## config.mk

```make
export PLATFORM = sky130hd
export DESIGN_NAME = stepper_axis_top
export DESIGN_NICKNAME = d
export VERILOG_FILES = /design/src/motion_cfg_pkg.sv /design/src/motion_types_pkg.sv /design/src/move_buffer.sv /design/src/dda_tick_gen.sv /design/src/dda_timer.sv /design/src/dda_accumulator.sv /design/src/step_pulse_shaper.sv /design/src/stepper_axis_top.sv
export SDC_FILE = /design/constraint.sdc
export NUM_CORES = 1
export LEC_CHECK = 0
export BUFFER_PORTS_ARGS = -buffer_cell sky130_fd_sc_hd__clkbuf_2
export CAP_MARGIN = 30
export CORE_ASPECT_RATIO = 1.1
export CORE_MARGIN = 1.5
export CORE_UTILIZATION = 60
export DETAILED_ROUTE_END_ITERATION = 16
export PLACE_DENSITY = 0.87
export RECOVER_POWER = 25
export SYNTH_ARGS = -nofsm -noshare
export SYNTH_HDL_FRONTEND = slang
export SYNTH_SLANG_ARGS = --single-unit
```

## constraint.sdc

```tcl
create_clock -name CLK -period 13.36 [get_ports CLK]
set_input_delay 1.336 -clock CLK [delete_from_list [all_inputs] [get_ports CLK]]
set_output_delay 1.336 -clock CLK [all_outputs]
set_load 0.005 [all_outputs]
```

## src/motion_cfg_pkg.sv

```systemverilog
`default_nettype none

package motion_cfg_pkg;

  // Move ring buffer geometry
  localparam int MOVE_BUFFER_BITS  = 2;                     // Slot index width
  localparam int MOVE_BUFFER_DEPTH = 1 << MOVE_BUFFER_BITS; // Four slots

  // Segment field widths
  localparam int DURATION_BITS = 32; // Ticks per segment
  localparam int RATE_BITS     = 64; // Increment and accumulator
  localparam int TICK_DIV_BITS = 16; // Prescaler divider

  // Substep rollback per step taken
  // Just under the signed maximum, leaves headroom before overflow
  localparam logic signed [RATE_BITS-1:0] STEP_THRESHOLD =
    64'sh7fff_ffff_ffff_ff9b;

  // Driver pulse width in clock cycles
  localparam int STEP_PULSE_CYCLES = 4;
  localparam int STEP_PULSE_BITS   = $clog2(STEP_PULSE_CYCLES + 1); // Holds 0..width

endpackage

`default_nettype wire

```

## src/motion_types_pkg.sv

```systemverilog
`default_nettype none

package motion_types_pkg;

  // Vectors with a meaning of their own
  typedef logic [motion_cfg_pkg::MOVE_BUFFER_BITS-1:0]  move_idx_t;   // Ring slot index
  typedef logic [motion_cfg_pkg::MOVE_BUFFER_DEPTH-1:0] slot_flags_t; // One bit per slot
  typedef logic [motion_cfg_pkg::DURATION_BITS-1:0]     duration_t;   // Segment length
  typedef logic signed [motion_cfg_pkg::RATE_BITS-1:0]  rate_t;       // Per-tick rate
  typedef logic [motion_cfg_pkg::TICK_DIV_BITS-1:0]     tick_div_t;   // Tick prescale
  typedef logic [motion_cfg_pkg::STEP_PULSE_BITS-1:0]   pulse_cnt_t;  // Pulse width count

  // One move segment, 160 bits
  typedef struct packed {
    duration_t duration;           // DDA ticks minus one
    rate_t     increment;          // Starting rate
    rate_t     incrementincrement; // Rate change per tick
  } move_t;

  // Host side write port
  typedef struct packed {
    logic  strobe; // Write request, one cycle
    move_t move;
  } host_wr_t;

  // Timer sequencing
  typedef enum logic [1:0] {
    IDLE,
    LOAD,
    EXECUTE
  } dda_state_e;

endpackage

`default_nettype wire

```

## src/move_buffer.sv

```systemverilog
`default_nettype none

module move_buffer (
  input  wire                           CLK,
  input  wire                           resetn,
  input  wire motion_types_pkg::host_wr_t    host_wr,
  input  wire motion_types_pkg::move_idx_t   moveind,      // Timer read cursor
  input  wire motion_types_pkg::slot_flags_t stepfinished, // Toggled by timer
  output motion_types_pkg::move_t            cur_move,
  output motion_types_pkg::slot_flags_t      stepready,
  output motion_types_pkg::move_idx_t        writemoveind,
  output logic                               buffer_full
);

  // Segment storage, no reset on payload
  motion_types_pkg::move_t slots [motion_cfg_pkg::MOVE_BUFFER_DEPTH];

  logic wr_accept; // Write taken this cycle

  // Slot under write cursor still waiting on the timer
  // Four pending slots means the ring is full
  assign buffer_full = stepready[writemoveind] ^ stepfinished[writemoveind];

  // Strobe while full is dropped
  assign wr_accept = host_wr.strobe && !buffer_full;

  // Combinational read port for the timer and accumulator
  assign cur_move = slots[moveind];

  always_ff @(posedge CLK) begin
    if (wr_accept) begin
      slots[writemoveind] <= host_wr.move;
    end
  end

  // Cursor and ready toggles
  always_ff @(posedge CLK) begin
    if (resetn) begin
      writemoveind <= '0;
      stepready    <= '0;
    end else if (wr_accept) begin
      stepready[writemoveind] <= ~stepready[writemoveind]; // Slot now pending
      writemoveind <= writemoveind + motion_types_pkg::move_idx_t'(1); // Wraps at depth
    end
  end

endmodule

`default_nettype wire

```

## src/dda_tick_gen.sv

```systemverilog
`default_nettype none

module dda_tick_gen (
  input  wire                             CLK,
  input  wire                             resetn,
  input  wire motion_types_pkg::tick_div_t tick_div, // Period minus one
  output logic                            dda_tick
);

  motion_types_pkg::tick_div_t cnt; // Cycles left until next tick

  // Down-counter, tick_div only sampled when it wraps
  always_ff @(posedge CLK) begin
    if (resetn) begin
      cnt      <= '0;
      dda_tick <= 1'b0;
    end else if (cnt == '0) begin
      cnt      <= tick_div; // Reload
      dda_tick <= 1'b1;
    end else begin
      cnt      <= cnt - motion_types_pkg::tick_div_t'(1);
      dda_tick <= 1'b0;
    end
  end

endmodule

`default_nettype wire

```

## src/dda_timer.sv

```systemverilog
`default_nettype none

module dda_timer (
  input  wire                               CLK,
  input  wire                               resetn,
  input  wire motion_types_pkg::move_t      cur_move,
  input  wire motion_types_pkg::slot_flags_t stepready,
  input  wire motion_types_pkg::move_idx_t  writemoveind,
  input  wire                               dda_tick,
  input  wire                               halt,        // Active low
  output motion_types_pkg::move_idx_t       moveind,
  output motion_types_pkg::slot_flags_t     stepfinished,
  output logic                              load,
  output logic                              accum_enable,
  output logic                              move_done   // Alternates per segment
);

  motion_types_pkg::dda_state_e state;
  motion_types_pkg::duration_t  tickdowncount; // Ticks left in segment

  logic       pending;  // Slot at read cursor awaits execution
  logic       seg_end;  // Last tick of the segment
  logic       seg_done; // Registered completion pulse
  logic [1:0] done_sr;  // Edge detector stages

  assign pending = stepready[moveind] ^ stepfinished[moveind];

  // Halt takes priority so nothing reaches the accumulator that cycle
  assign load         = (state == motion_types_pkg::LOAD) && halt;
  assign accum_enable = (state == motion_types_pkg::EXECUTE) && dda_tick && halt;
  assign seg_end      = accum_enable && (tickdowncount == '0);

  // Segment sequencing
  always_ff @(posedge CLK) begin
    if (resetn) begin
      state        <= motion_types_pkg::IDLE;
      moveind      <= '0;
      stepfinished <= '0;
      seg_done     <= 1'b0;
    end else begin
      seg_done <= seg_end;
      if (!halt) begin
        // Drop everything queued
        moveind      <= writemoveind;
        stepfinished <= stepready;
        state        <= motion_types_pkg::IDLE;
      end else begin
        case (state)
          motion_types_pkg::IDLE: begin
            if (pending) state <= motion_types_pkg::LOAD;
          end
          motion_types_pkg::LOAD: begin
            state <= motion_types_pkg::EXECUTE; // Duration captured below
          end
          motion_types_pkg::EXECUTE: begin
            if (seg_end) begin
              stepfinished[moveind] <= ~stepfinished[moveind]; // Hand slot back
              moveind <= moveind + motion_types_pkg::move_idx_t'(1);
              state   <= motion_types_pkg::IDLE;
            end
          end
          default: state <= motion_types_pkg::IDLE;
        endcase
      end
    end
  end

  // Tick count, D+1 ticks per segment
  always_ff @(posedge CLK) begin
    if (load) begin
      tickdowncount <= cur_move.duration;
    end else if (accum_enable && !seg_end) begin
      tickdowncount <= tickdowncount - motion_types_pkg::duration_t'(1);
    end
  end

  // Rising edge of seg_done flips move_done
  always_ff @(posedge CLK) begin
    if (resetn) begin
      done_sr   <= 2'b00;
      move_done <= 1'b0;
    end else begin
      done_sr <= {done_sr[0], seg_done};
      if (done_sr == 2'b01) move_done <= ~move_done;
    end
  end

endmodule

`default_nettype wire

```

## src/dda_accumulator.sv

```systemverilog
`default_nettype none

module dda_accumulator (
  input  wire                          CLK,
  input  wire                          resetn,
  input  wire                          load,         // Start of segment
  input  wire motion_types_pkg::move_t cur_move,
  input  wire                          accum_enable, // One per DDA tick
  output logic                         step_raw
);

  motion_types_pkg::rate_t increment_r; // Running rate, loaded per segment
  motion_types_pkg::rate_t accum;       // Substep position, carried over

  logic                    take_step;
  motion_types_pkg::rate_t rollback;

  // Decision uses the value before this tick
  assign take_step = accum > motion_types_pkg::rate_t'(0);
  assign rollback  = take_step ? motion_cfg_pkg::STEP_THRESHOLD
                               : motion_types_pkg::rate_t'(0);

  // Running increment
  always_ff @(posedge CLK) begin
    if (load) begin
      increment_r <= cur_move.increment;
    end else if (accum_enable) begin
      increment_r <= increment_r + cur_move.incrementincrement; // Constant accel
    end
  end

  // Accumulator survives halt and segment changes
  always_ff @(posedge CLK) begin
    if (resetn) begin
      accum    <= '0;
      step_raw <= 1'b0;
    end else if (accum_enable) begin
      accum    <= accum + increment_r - rollback;
      step_raw <= take_step;
    end else begin
      step_raw <= 1'b0; // Single cycle
    end
  end

endmodule

`default_nettype wire

```

## src/step_pulse_shaper.sv

```systemverilog
`default_nettype none

module step_pulse_shaper (
  input  wire  CLK,
  input  wire  resetn,
  input  wire  step_raw, // One cycle step decision
  output logic step      // To motor driver
);

  motion_types_pkg::pulse_cnt_t width_cnt; // Cycles of pulse left

  // New decision restarts the count
  always_ff @(posedge CLK) begin
    if (resetn) begin
      width_cnt <= '0;
    end else if (step_raw) begin
      width_cnt <= motion_types_pkg::pulse_cnt_t'(motion_cfg_pkg::STEP_PULSE_CYCLES);
    end else if (width_cnt != '0) begin
      width_cnt <= width_cnt - motion_types_pkg::pulse_cnt_t'(1);
    end
  end

  // High from the cycle after step_raw
  assign step = (width_cnt != '0);

endmodule

`default_nettype wire

```

## src/stepper_axis_top.sv

```systemverilog
`default_nettype none

module stepper_axis_top (
  input  wire                              CLK,
  input  wire                              resetn,
  input  wire motion_types_pkg::host_wr_t  host_wr,
  input  wire motion_types_pkg::tick_div_t tick_div,
  input  wire                              halt,
  output logic                             buffer_full,
  output logic                             step,
  output logic                             move_done
);

  motion_types_pkg::move_t       cur_move;     // Segment at read cursor
  motion_types_pkg::slot_flags_t stepready;
  motion_types_pkg::slot_flags_t stepfinished;
  motion_types_pkg::move_idx_t   writemoveind;
  motion_types_pkg::move_idx_t   moveind;
  logic dda_tick;
  logic load;
  logic accum_enable;
  logic step_raw;

  move_buffer buffer_i (
    .CLK(CLK), .resetn(resetn), .host_wr(host_wr), .moveind(moveind),
    .stepfinished(stepfinished), .cur_move(cur_move), .stepready(stepready),
    .writemoveind(writemoveind), .buffer_full(buffer_full)
  );

  dda_tick_gen tick_i (.CLK(CLK), .resetn(resetn), .tick_div(tick_div), .dda_tick(dda_tick));

  dda_timer timer_i (
    .CLK(CLK), .resetn(resetn), .cur_move(cur_move), .stepready(stepready),
    .writemoveind(writemoveind), .dda_tick(dda_tick), .halt(halt), .moveind(moveind),
    .stepfinished(stepfinished), .load(load), .accum_enable(accum_enable),
    .move_done(move_done)
  );

  dda_accumulator accum_i (
    .CLK(CLK), .resetn(resetn), .load(load), .cur_move(cur_move),
    .accum_enable(accum_enable), .step_raw(step_raw)
  );

  step_pulse_shaper shaper_i (.CLK(CLK), .resetn(resetn), .step_raw(step_raw), .step(step));

endmodule

`default_nettype wire

```

==> Word level (Yosys, flattened, before mapping) <==
Memory sizes are Yosys's and may differ from the RTL's. A register that Yosys moved wholly into a read port is not among the register bits.
Cells that the tools add are included.
{ "word_totals": {"reg_bits": 199, "mem_bits_rw": 640, "word_cells": 102, "memories": 1} }
{ "memory_table": {"columns": ["name", "words", "word_bits", "read_ports", "rd_clocked_by_memory_dff", "write_ports", "line", "source"], "rows": [
  ["buffer_i.slots", 4, 160, 1, 1, 1, "move_buffer.sv:16", "motion_types_pkg::move_t slots [motion_cfg_pkg::MOVE_BUFFER_DEPTH];"]
]} }
{ "op_classes": {"addsub": 8, "n_lt_le_gt_ge": 5, "eq_ne": 7, "mux": 36, "n_bitwise": 7, "n_reduce_logical": 22} }
{ "op_table": {"columns": ["operator", "count"], "rows": [
  ["$add 64x64->64", 2],
  ["$mux 64", 2],
  ["$gt 64x1->1 const B", 1],
  ["$mux 32", 2],
  ["$sub 64x64->64", 1],
  ["$mux 63", 1],
  ["$logic_not 32->1", 1],
  ["$sub 32x1->32 const B", 1],
  ["$logic_not 16->1", 1],
  ["$mux 16", 1],
  ["$sub 16x1->16 const B", 1],
  ["$mux 2", 7],
  ["$mux 4", 3],
  ["$mux 1", 9],
  ["$bmux 1 s2", 4],
  ["$bwmux 4", 2],
  ["$logic_and 1x1->1", 8],
  ["$ne 2x1->1 const B", 4],
  ["$lt 2x3->1 const B", 2],
  ["$mux 3", 2],
  ["$pmux 2 s3", 1],
  ["$reduce_bool 2->1", 3],
  ["$reduce_or 2->1", 3],
  ["$not 1->1", 5],
  ["other kinds (11)", 18]
]} }

==> Logic depth before layout (Yosys ltp) <==
Gate-level depths: netlist of run 1.
{ "depth": {"depth_word": 9, "ltp_mapped": 20} }

==> Cells and area by module <==
Synthesis of run 1 repeated with hierarchy kept, for this count alone.
{ "hier_totals": {"cells_unflattened": 3128, "area_unflattened_um2": 41692.5} }
{ "by_module_without_submodules": {"columns": ["module", "n_inst", "cells_each", "area_each_um2", "seq_area_each_um2"], "rows": [
  ["move_buffer", 1, 886, 23435.0, 19338.5],
  ["dda_accumulator", 1, 1854, 14485.1, 3223.1],
  ["dda_timer", 1, 267, 2637.5, 1201.2],
  ["dda_tick_gen", 1, 103, 964.7, 340.3],
  ["step_pulse_shaper", 1, 18, 170.2, 60.1]
]} }

==> Least setup slack after synthesis of run 1 <==
No wires, ideal clock.
{ "synth_path": {"kind": "flip-flop to flip-flop", "start": "register accum_i.accum[0]", "end": "register accum_i.accum[57]", "arrival_ps": 7118, "slack_ps": 6136, "stages_incl_launch_ff": 19, "n_path_buf": 1, "period_less_slack_ps": 7224, "path_cell_list": "dfxtp_1 -> nor4_1 -> nand4_1 -> o41ai_1 -> inv_1 -> fa_1 -> inv_1 -> ha_1 -> clkbuf_1 -> a21oi_1 -> o21ba_2 -> o21ai_0 -> a31oi_1 -> a2111oi_0 -> o21ba_2 -> o21ai_0 -> o221ai_1 -> nand4_1 -> o311ai_0"} }
{ "synth_between": {"elab_chain_cells": 3, "word_cells_on_any_way": 4, "classes_between": "add/sub: 2; order compare: 1; mux: 1"} }
{ "synth_rtl": {"columns": ["element", "line", "source"], "rows": [
  ["start: declaration", "dda_accumulator.sv:13", "motion_types_pkg::rate_t accum;"],
  ["start signal: assignment", "dda_accumulator.sv:38", "accum <= accum + increment_r - rollback;"],
  ["$gt 64x1->1", "dda_accumulator.sv:19", "assign take_step = accum > motion_types_pkg::rate_t'(0);"],
  ["named net accum_i.take_step", "dda_accumulator.sv:15", "logic take_step;"],
  ["$mux 63", "dda_accumulator.sv:20", "assign rollback = take_step ? motion_cfg_pkg::STEP_THRESHOLD"],
  ["$sub 64x64->64", "dda_accumulator.sv:38", null]
]} }
The timed path passes the listed nets, and every way through them passes these cells.
A chain may end at the register's enable or synchronous reset.

==> results by group, run 1 <==
Outcome
  – Outcome: complete, no violations

Clock network
  – Root buffer cell: clkbuf_16
  – H-Tree Level Count: 3
  – Number of setup buffers added after CTS: 0
  – Hold-fix buffers, CTS: 0
  – Clock Path Buffers: 3
  – Clock sink total: 841
  – CTS-repair resized insts: 0
  – TritonCTS clock tree: done
  – Post-CTS clock slew at the launch and capture registers of the worst setup and hold paths: 60 ps
  – Worst-Skew Late Latency: 660 ps
  – CTS buffer count: 81

STA
  – Part of the cycle the worst path needs: 49.03%
  – RSZ-0062 raised after global routing: false
  – Least-Margin Pin Slew: 998.6 ps
  – Relative slew slack: 33.42%
  – Highest clock rate: 0.1527 GHz
  – Final sum of negative setup slack: 0 ps
  – Final critical path time including I/O delays and setup: 6550 ps
  – Number of hold violations in the final report: 0
  – Final slew viol count: 0
  – Setup Skew: 26.71 ps
  – # setup viols final: 0

Yosys
  – Post-synth design cell area: 41,120 um^2
  – Sequential cell area fraction in the yosys report: 58.86%
  – Average cell area after synthesis: 13.17 um^2
  – Total of warnings raised by yosys: 0
  – Predominant post-synthesis flop cell: edfxtp_1
  – Post-synth net total: 3,507
  – FFs w/ async S/R, synth: 0%
  – Seq cells post-synth: 841
  – Synthesized instance count: 3,122
  – Post-synthesis cell type count: 77
  – Count of flip-flops with a built-in enable after synthesis: 736

Place
  – Buffers added on ports: 182
  – Post-Place Cell Area: 42,860 um^2
  – Routability congestion estimate: 0.9643
  – HPWL Detailed: 66,250 um

Setup path
  – Critical path type: flop to flop
  – Element type at the critical path start: flop
  – CP peak stage delay: 930 ps
  – Largest delay contributor family on the critical path: compound AO/OA/AOI/OAI gates
  – Worst reg2reg endpoint: accum_i.increment_r[56]$_DFFE_PP_
  – Library cell appearing most often on the critical path: nor3_1
  – Buffering stage count on the worst path with inverters included: 2
  – Worst setup EP type: flop
  – Highest net fanout along the worst path: 102
  – R2R cell count: 16
  – Worst-path cell with the longest stage delay: dfxtp_4
  – Cells along the critical path: buf_12, mux4_2, ha_1, inv_1, fa_1, nor2b_1, o31a_1, o311ai_0, o21ai_1, a21oi_1, o41ai_1, a311oi_2, o31ai_1, a221oi_1, nor3_1, nor3_1
  – Slack of the worst reg-to-reg path: 6810 ps
  – Arrival time at the worst endpoint: 6950 ps
  – Worst path required time: 13,760 ps

Layout
  – Synthesis-to-layout area growth: 10.58%
  – Fraction of layout instances using a drive strength above 1: 12.74%
  – Number of filler instances in the final layout: 4,429
  – Sequential cell area: 24,210 um^2
  – Area used by multi-input combinational logic: 15,370 um^2
  – Layout Nets: 3,654
  – Cell area after layout: 45,470 um^2

Drt
  – TritonRoute pass-1 iters: 6
  – Drt wl/cell: 24.18 um
  – Vias per std cell: 6.406
  – Residual DRC: 0
  – Detailed-route via count: 27,276
  – Routed Wire Length: 103,000 um
  – Initial DRC count: 3,143
  – DRT antenna net count: 0

Floorplanning
  – CORE AREA: 67,690 um^2
  – Standard-cell rows: 100
  – Effective utilization at floorplan: 60.75%
  – Horizontal die dimension: 252.6 um
  – I/O pin total: 183
  – Die Footprint: 70,120 um^2
  – Die Span Y: 277.6 um

Power
  – Power density over cell area: 188.6 nW/um^2
  – Switching portion of total power: 32.78%
  – Peak supply drop: 0.0001382 V
  – Combinational Power Share: 31.2%
  – Reg power frac: 41.4%
  – Internal power consumption: 5765 uW
  – Net load switching power: 2811 uW
  – Leakage power total: 0.01606 uW
  – Proportion of power drawn by the clock network: 27.4%
  – Overall Power: 8576 uW

Global route
  – Antenna violations before repair: 15
  – Wire length of the first global-routing pass: 157,500 um
  – Vias in the first global route: 27,387
  – Largest net degree at the start of global routing: 103
  – Total congestion overflow: 0
  – Overall Global Routing Usage: 29.50%

Hold path
  – Worst hold path type: flop to flop
  – Worst Hold Path Cells: 1
  – Min-Delay Endpoint: timer_i.state[0]$_SDFFE_PP0P_
  – Hold Path Origin: timer_i.state[0]$_SDFFE_PP0P_

Run
  – Max capacitance violation total: 0
worst register-to-register path: cells and delay by family, from the launching register on:
kind                     cells  cell delay [ps]
AO/OA/AOI/OAI                8             3110
buffers and inverters        2              760
multiplexers                 1              340
AND/OR/NAND/NOR              3              570
adder cells (fa/ha/maj)      2              590
flip-flops                   1              930
kinds of logic (layout without fill, tap and decap cells):
group           after synthesis  in the layout  synth area share (%)
xor+xnor                    151            151                 3.216
flops                       841            841                 58.86
simple gates                690            690                 7.771
fa+ha+maj                   205            205                 7.351
compound gates              634            634                 9.451
buf+inv                     417            630                 3.919
other cells                   0              5                     0
mux                         184            184                 9.433
Yosys cell counts, drive strengths merged, types with 34 or more instances:
library cell	number	area (um^2)
nor3	35	175.2
dfxtp	105	2102
nand3	41	210.2
nor2	172	645.6
clkbuf	110	442.9
a21o	84	630.6
xor2	59	516.8
inv	277	1040
o21ai	130	650.6
nand4	40	250.2
a21oi	242	1211
fa	61	1221
mux4	162	3649
edfxtp	736	22100
ha	144	1802
xnor2	92	805.8
nand2	268	1006
nor4	34	219.0
through the flow:
stage	setup slack [ps]	util, %	instances	hold WS, ps
final	6810	67.18	4258	436.6
after floorplan	6136	-	3122	405.7
after global routing	6647	67.17	4257	459.5
after detailed placement	6928	63.32	4104	429.0
after CTS	6916	67.35	4253	436.6
after global placement	7108	63.30	4103	421.1
layout by cell type (no fill, tap or decap), drive strengths merged, types with 5 or more instances in the layout:
master    synthesis  final
inv             277    280
mux2i            14     14
clkinvlp          0      8
a21oi           242    242
nand3            41     41
xnor2            92     92
nor2b            21     21
nor2            172    172
or4               9      9
dfxtp           105    105
o21bai           30     30
mux2              8      8
clkinv            0     24
bufinv            0      8
clkbuf          110    287
a211o             5      5
and2             11     11
buf              30     23
a211oi           23     23
o31ai            15     15
a31o              5      5
diode             0      5
a31oi            25     25
nand4            40     40
xor2             59     59
or3               7      7
fa               61     61
ha              144    144
nor4             34     34
edfxtp          736    736
o41ai             5      5
nand2           268    268
mux4            162    162
o21ai           130    130
nand2b           12     12
a21o             84     84
and3             22     22
o21a             21     21
a41oi             6      6
nor3             35     35
routing by layer:
layer | part of all wire [%] | wire, um | up-vias | GRT usage (%)
met2 | 49 | 50780 | 1654 | 48.98
met1 | 36 | 37570 | 13365 | 37.48
met3 | 9.3 | 9549 | 344 | 6.043
li1 | - | - | 11893 | -
met5 | 0.12 | 126 | - | 0
met4 | 4.8 | 4943 | 20 | 13.36
area by class of cell:
type                       count  area share (%)
sequential                   841           53.24
multi-input combinational   1864           33.79
clock buffer                 106           4.843
tap                          918           2.526
inverter                     277           2.292
timing repair buffer         204           2.105
clock inverter                43           1.169
antenna                        5         0.02752
state kept, by name, summed over array words and instances, names as in the netlist, 2 cells and up, named ones only:
register	flops
buffer_i.slots	640
accum_i.accum	64
accum_i.increment_r	64
timer_i.tickdowncount	32
tick_i.cnt	16
buffer_i.stepready	4
timer_i.stepfinished	4
shaper_i.width_cnt	3
buffer_i.writemoveind	2
timer_i.done_sr	2
timer_i.moveind	2
timer_i.state	2
power groups by stage:
stage	combinational (uW)	clock [uW]	sequential (uW)
after floorplan	1920	0	3580
after global placement	2510	0	3550
after detailed placement	2580	0	3590
after CTS	2630	2360	3550
after global routing	2880	2460	3580
final	2670	2350	3550
how the worst max path moves through the flow:
stage,start,slack (ps),cells past startpoint,endpoint
after floorplan,accum_i.accum[0]$_SDFFE_PP0P_,6140,18,accum_i.accum[57]$_SDFFE_PP0P_
after global placement,flop,7110,16,accum_i.increment_r[56]$_DFFE_PP_
after detailed placement,flop,6930,16,accum_i.increment_r[56]$_DFFE_PP_
after CTS,flop,6920,16,accum_i.increment_r[56]$_DFFE_PP_
after global routing,flop,6650,16,accum_i.increment_r[52]$_DFFE_PP_
final,flop,6810,16,accum_i.increment_r[56]$_DFFE_PP_
Power figures use the tool's default switching activity.
==> run 2: changes to the inputs <==
Clock period 13.36 ns to 6.78 ns, I/O delays scaled along.
==> results by group, run 2 (synthesis gave the netlist of run 1 again) <==
Floorplanning
  – Die Footprint: 70,120 um^2 (unchanged)
  – Horizontal die dimension: 252.6 um (unchanged)
  – Die Span Y: 277.6 um (unchanged)
  – Effective utilization at floorplan: 60.75% (unchanged)
  – Standard-cell rows: 100 (unchanged)
  – CORE AREA: 67,690 um^2 (unchanged)
  – I/O pin total: 183 (unchanged)

STA
  – Number of hold violations in the final report: 0 (unchanged)
  – Final slew viol count: 0 (unchanged)
  – Fin Hold WS: 275.2 ps (-161.5 ps)
  – # setup viols final: 0 (unchanged)
  – Least-Margin Pin Slew: 1023 ps (+23.90 ps)
  – Final critical-path setup slack: 733.0 ps (-6077 ps)
  – Relative slew slack: 31.83% (-1.6 points)
  – Part of the cycle the worst path needs: 89.19% (+40 points)
  – RSZ-0062 raised after global routing: false
  – Final sum of negative setup slack: 0 ps (unchanged)
  – Setup Skew: 31.09 ps (+4.380 ps)
  – Highest clock rate: 0.1654 GHz (+8.3%)
  – Final critical path time including I/O delays and setup: 6047 ps (-503.3 ps)

Outcome
  – Outcome: complete, no violations

Setup path
  – Critical path type: flop to flop
  – Worst reg2reg endpoint: accum_i.accum[56]$_SDFFE_PP0P_
  – R2R cell count: 19 (+3)
  – Arrival time at the worst endpoint: 6590 ps (-360 ps)
  – Launching point of the worst reg2reg path: accum_i.accum[5]$_SDFFE_PP0P_
  – Worst setup EP type: flop
  – Highest net fanout along the worst path: 31 (-70%)
  – Slack of the worst reg-to-reg path: 730 ps (-6080 ps)
  – Worst path required time: 7330 ps (-6430 ps)
  – Element type at the critical path start: flop

Drt
  – TritonRoute pass-1 iters: 7 (+1)
  – Routed Wire Length: 102,400 um (-0.56%)
  – Initial DRC count: 3,491 (+11%)
  – Vias per std cell: 6.365 (-0.64%)
  – Drt wl/cell: 24.00 um (-0.77%)
  – Residual DRC: 0 (unchanged)
  – DRT antenna net count: 0 (unchanged)
  – Detailed-route via count: 27,159 (-0.43%)

Power
  – Internal power consumption: 11,400 uW (+98%)
  – Overall Power: 16,920 uW (+97%)
  – Leakage power total: 0.01610 uW (+0.28%)
  – Reg power frac: 41.2% (-0.2 points)
  – Net load switching power: 5517 uW (+96%)
  – Combinational Power Share: 31.7% (+0.5 points)
  – Proportion of power drawn by the clock network: 27.1% (-0.3 points)
  – Switching portion of total power: 32.61% (-0.17 points)
  – Peak supply drop: 0.0002590 V (+87%)
  – Power density over cell area: 371.1 nW/um^2 (+97%)

Layout
  – Number of filler instances in the final layout: 4,516 (+2.0%)
  – Final core utilization: 67.34% (+0.17 points)
  – Fraction of layout instances using a drive strength above 1: 12.59% (-0.15 points)
  – Most flops, register: buffer_i.slots
  – Most used cells in the layout excluding fill and tap cells: edfxtp_1, inv_1, nand2_1
  – Layout Nets: 3,667 (+0.36%)
  – Flip-flop count of the largest register after layout: 640 (unchanged)
  – Most common cell after layout, fill and taps aside: edfxtp_1
  – Synthesis-to-layout area growth: 10.85%
  – Largest registers ranked by flip-flop count: buffer_i.slots x640, accum_i.accum x64, accum_i.increment_r x64
  – Area used by multi-input combinational logic: 15,370 um^2 (about the same)
  – Sequential cell area: 24,210 um^2 (unchanged)

Hold path
  – Min-Delay Endpoint: buffer_i.slots[0][135]$_DFFE_PP_
  – Worst Hold Path Cells: 1 (unchanged)
  – Worst hold path type: input pin to flop
  – Hold Path Origin: host_wr[135]

Clock network
  – CTS buffer count: 80 (-1.2%)
  – Hold-fix buffers, CTS: 0 (unchanged)
  – CTS-repair resized insts: 0 (unchanged)
  – Root buffer cell: clkbuf_16
  – Worst-Skew Late Latency: 640 ps (-20 ps)
  – Number of setup buffers added after CTS: 0 (unchanged)
  – H-Tree Level Count: 3 (unchanged)
  – TritonCTS clock tree: done
  – Clock sink total: 841 (unchanged)
  – Post-CTS clock slew at the launch and capture registers of the worst setup and hold paths: 70 ps (about the same)
  – Clock Path Buffers: 3 (unchanged)

Global route
  – Antenna violations before repair: 9 (-6)
  – Wire length of the first global-routing pass: 156,800 um (-0.43%)
  – Total congestion overflow: 0 (unchanged)
  – Largest net degree at the start of global routing: 98 (-4.9%)
  – Overall Global Routing Usage: 29.17% (-0.32 points)
  – Vias in the first global route: 27,338 (-0.18%)

Place
  – Routability congestion estimate: 0.9808 (+1.7%)
  – Placement-stage worst setup slack: 941.9 ps (-5986 ps)
  – Buffers added on ports: 182 (unchanged)
  – HPWL Detailed: 65,410 um (-1.3%)

Run
  – Max capacitance violation total: 0 (unchanged)
[run 2: power by group through the flow]
stage               registers (uW)  logic, uW  clock network (uW)
global placement              6970       5020                   0
detailed placement            7050       5150                   0
finish                        6980       5360                4580
CTS                           6970       5270                4590
global route                  7030       5790                4780
floorplan                     7050       3790                   0
[run 2: per-stage QoR]
step                      cell area, um^2  cells
final                               45580   4267
after global placement              43040   4117
after global routing                45570   4262
after floorplan                     41140   3122
after detailed placement            43070   4118
after CTS                           45710   4261
[run 2: worst max-delay path: stages (launching register included)]
cell and delay (ps):
dfxtp_1 330, nor4_1 500, nand4_1 370, o41ai_4 470
clkinvlp_4 150, buf_4 350, fa_1 650, inv_1 50
ha_1 380, and3_1 320, nand3_1 140, or3_1 350
o211ai_1 430, a31oi_1 270, o21ai_0 230, buf_4 170
a31o_2 190, a41oi_1 160, xor2_1 190, o21ai_0 190
[run 2: cell type report]
type	count	share of cell area [%]
Clock inverter	40	1.101
Sequential cell	841	53.11
Tap cell	918	2.520
Timing Repair Buffer	218	2.525
Antenna cell	6	0.03294
Inverter	277	2.289
Multi-Input combinational cell	1864	33.72
Clock buffer	103	4.696
[run 2: how the worst max path moves through the flow]
stage / from / cells past startpoint / to / slack, ps
after floorplan: accum_i.accum[0]$_SDFFE_PP0P_ / 18 / accum_i.accum[57]$_SDFFE_PP0P_ / 80
after global placement: accum_i.accum[20]$_SDFFE_PP0P_ / 20 / accum_i.accum[57]$_SDFFE_PP0P_ / 1170
after detailed placement: accum_i.accum[20]$_SDFFE_PP0P_ / 21 / accum_i.accum[62]$_SDFFE_PP0P_ / 940
after CTS: accum_i.accum[5]$_SDFFE_PP0P_ / 19 / accum_i.accum[57]$_SDFFE_PP0P_ / 880
after global routing: accum_i.accum[5]$_SDFFE_PP0P_ / 19 / accum_i.accum[57]$_SDFFE_PP0P_ / 390
final: accum_i.accum[5]$_SDFFE_PP0P_ / 19 / accum_i.accum[56]$_SDFFE_PP0P_ / 730
[run 2: metal layers]
metal / track usage (%) / up-vias / part of all wire (%)
met1: 37.55 / 13277 / 37
met3: 5.705 / 326 / 9.1
met5: 0 / - / 0.093
met2: 49.11 / 1646 / 50
met4: 11.07 / 14 / 3.9
li1: - / 11896 / -
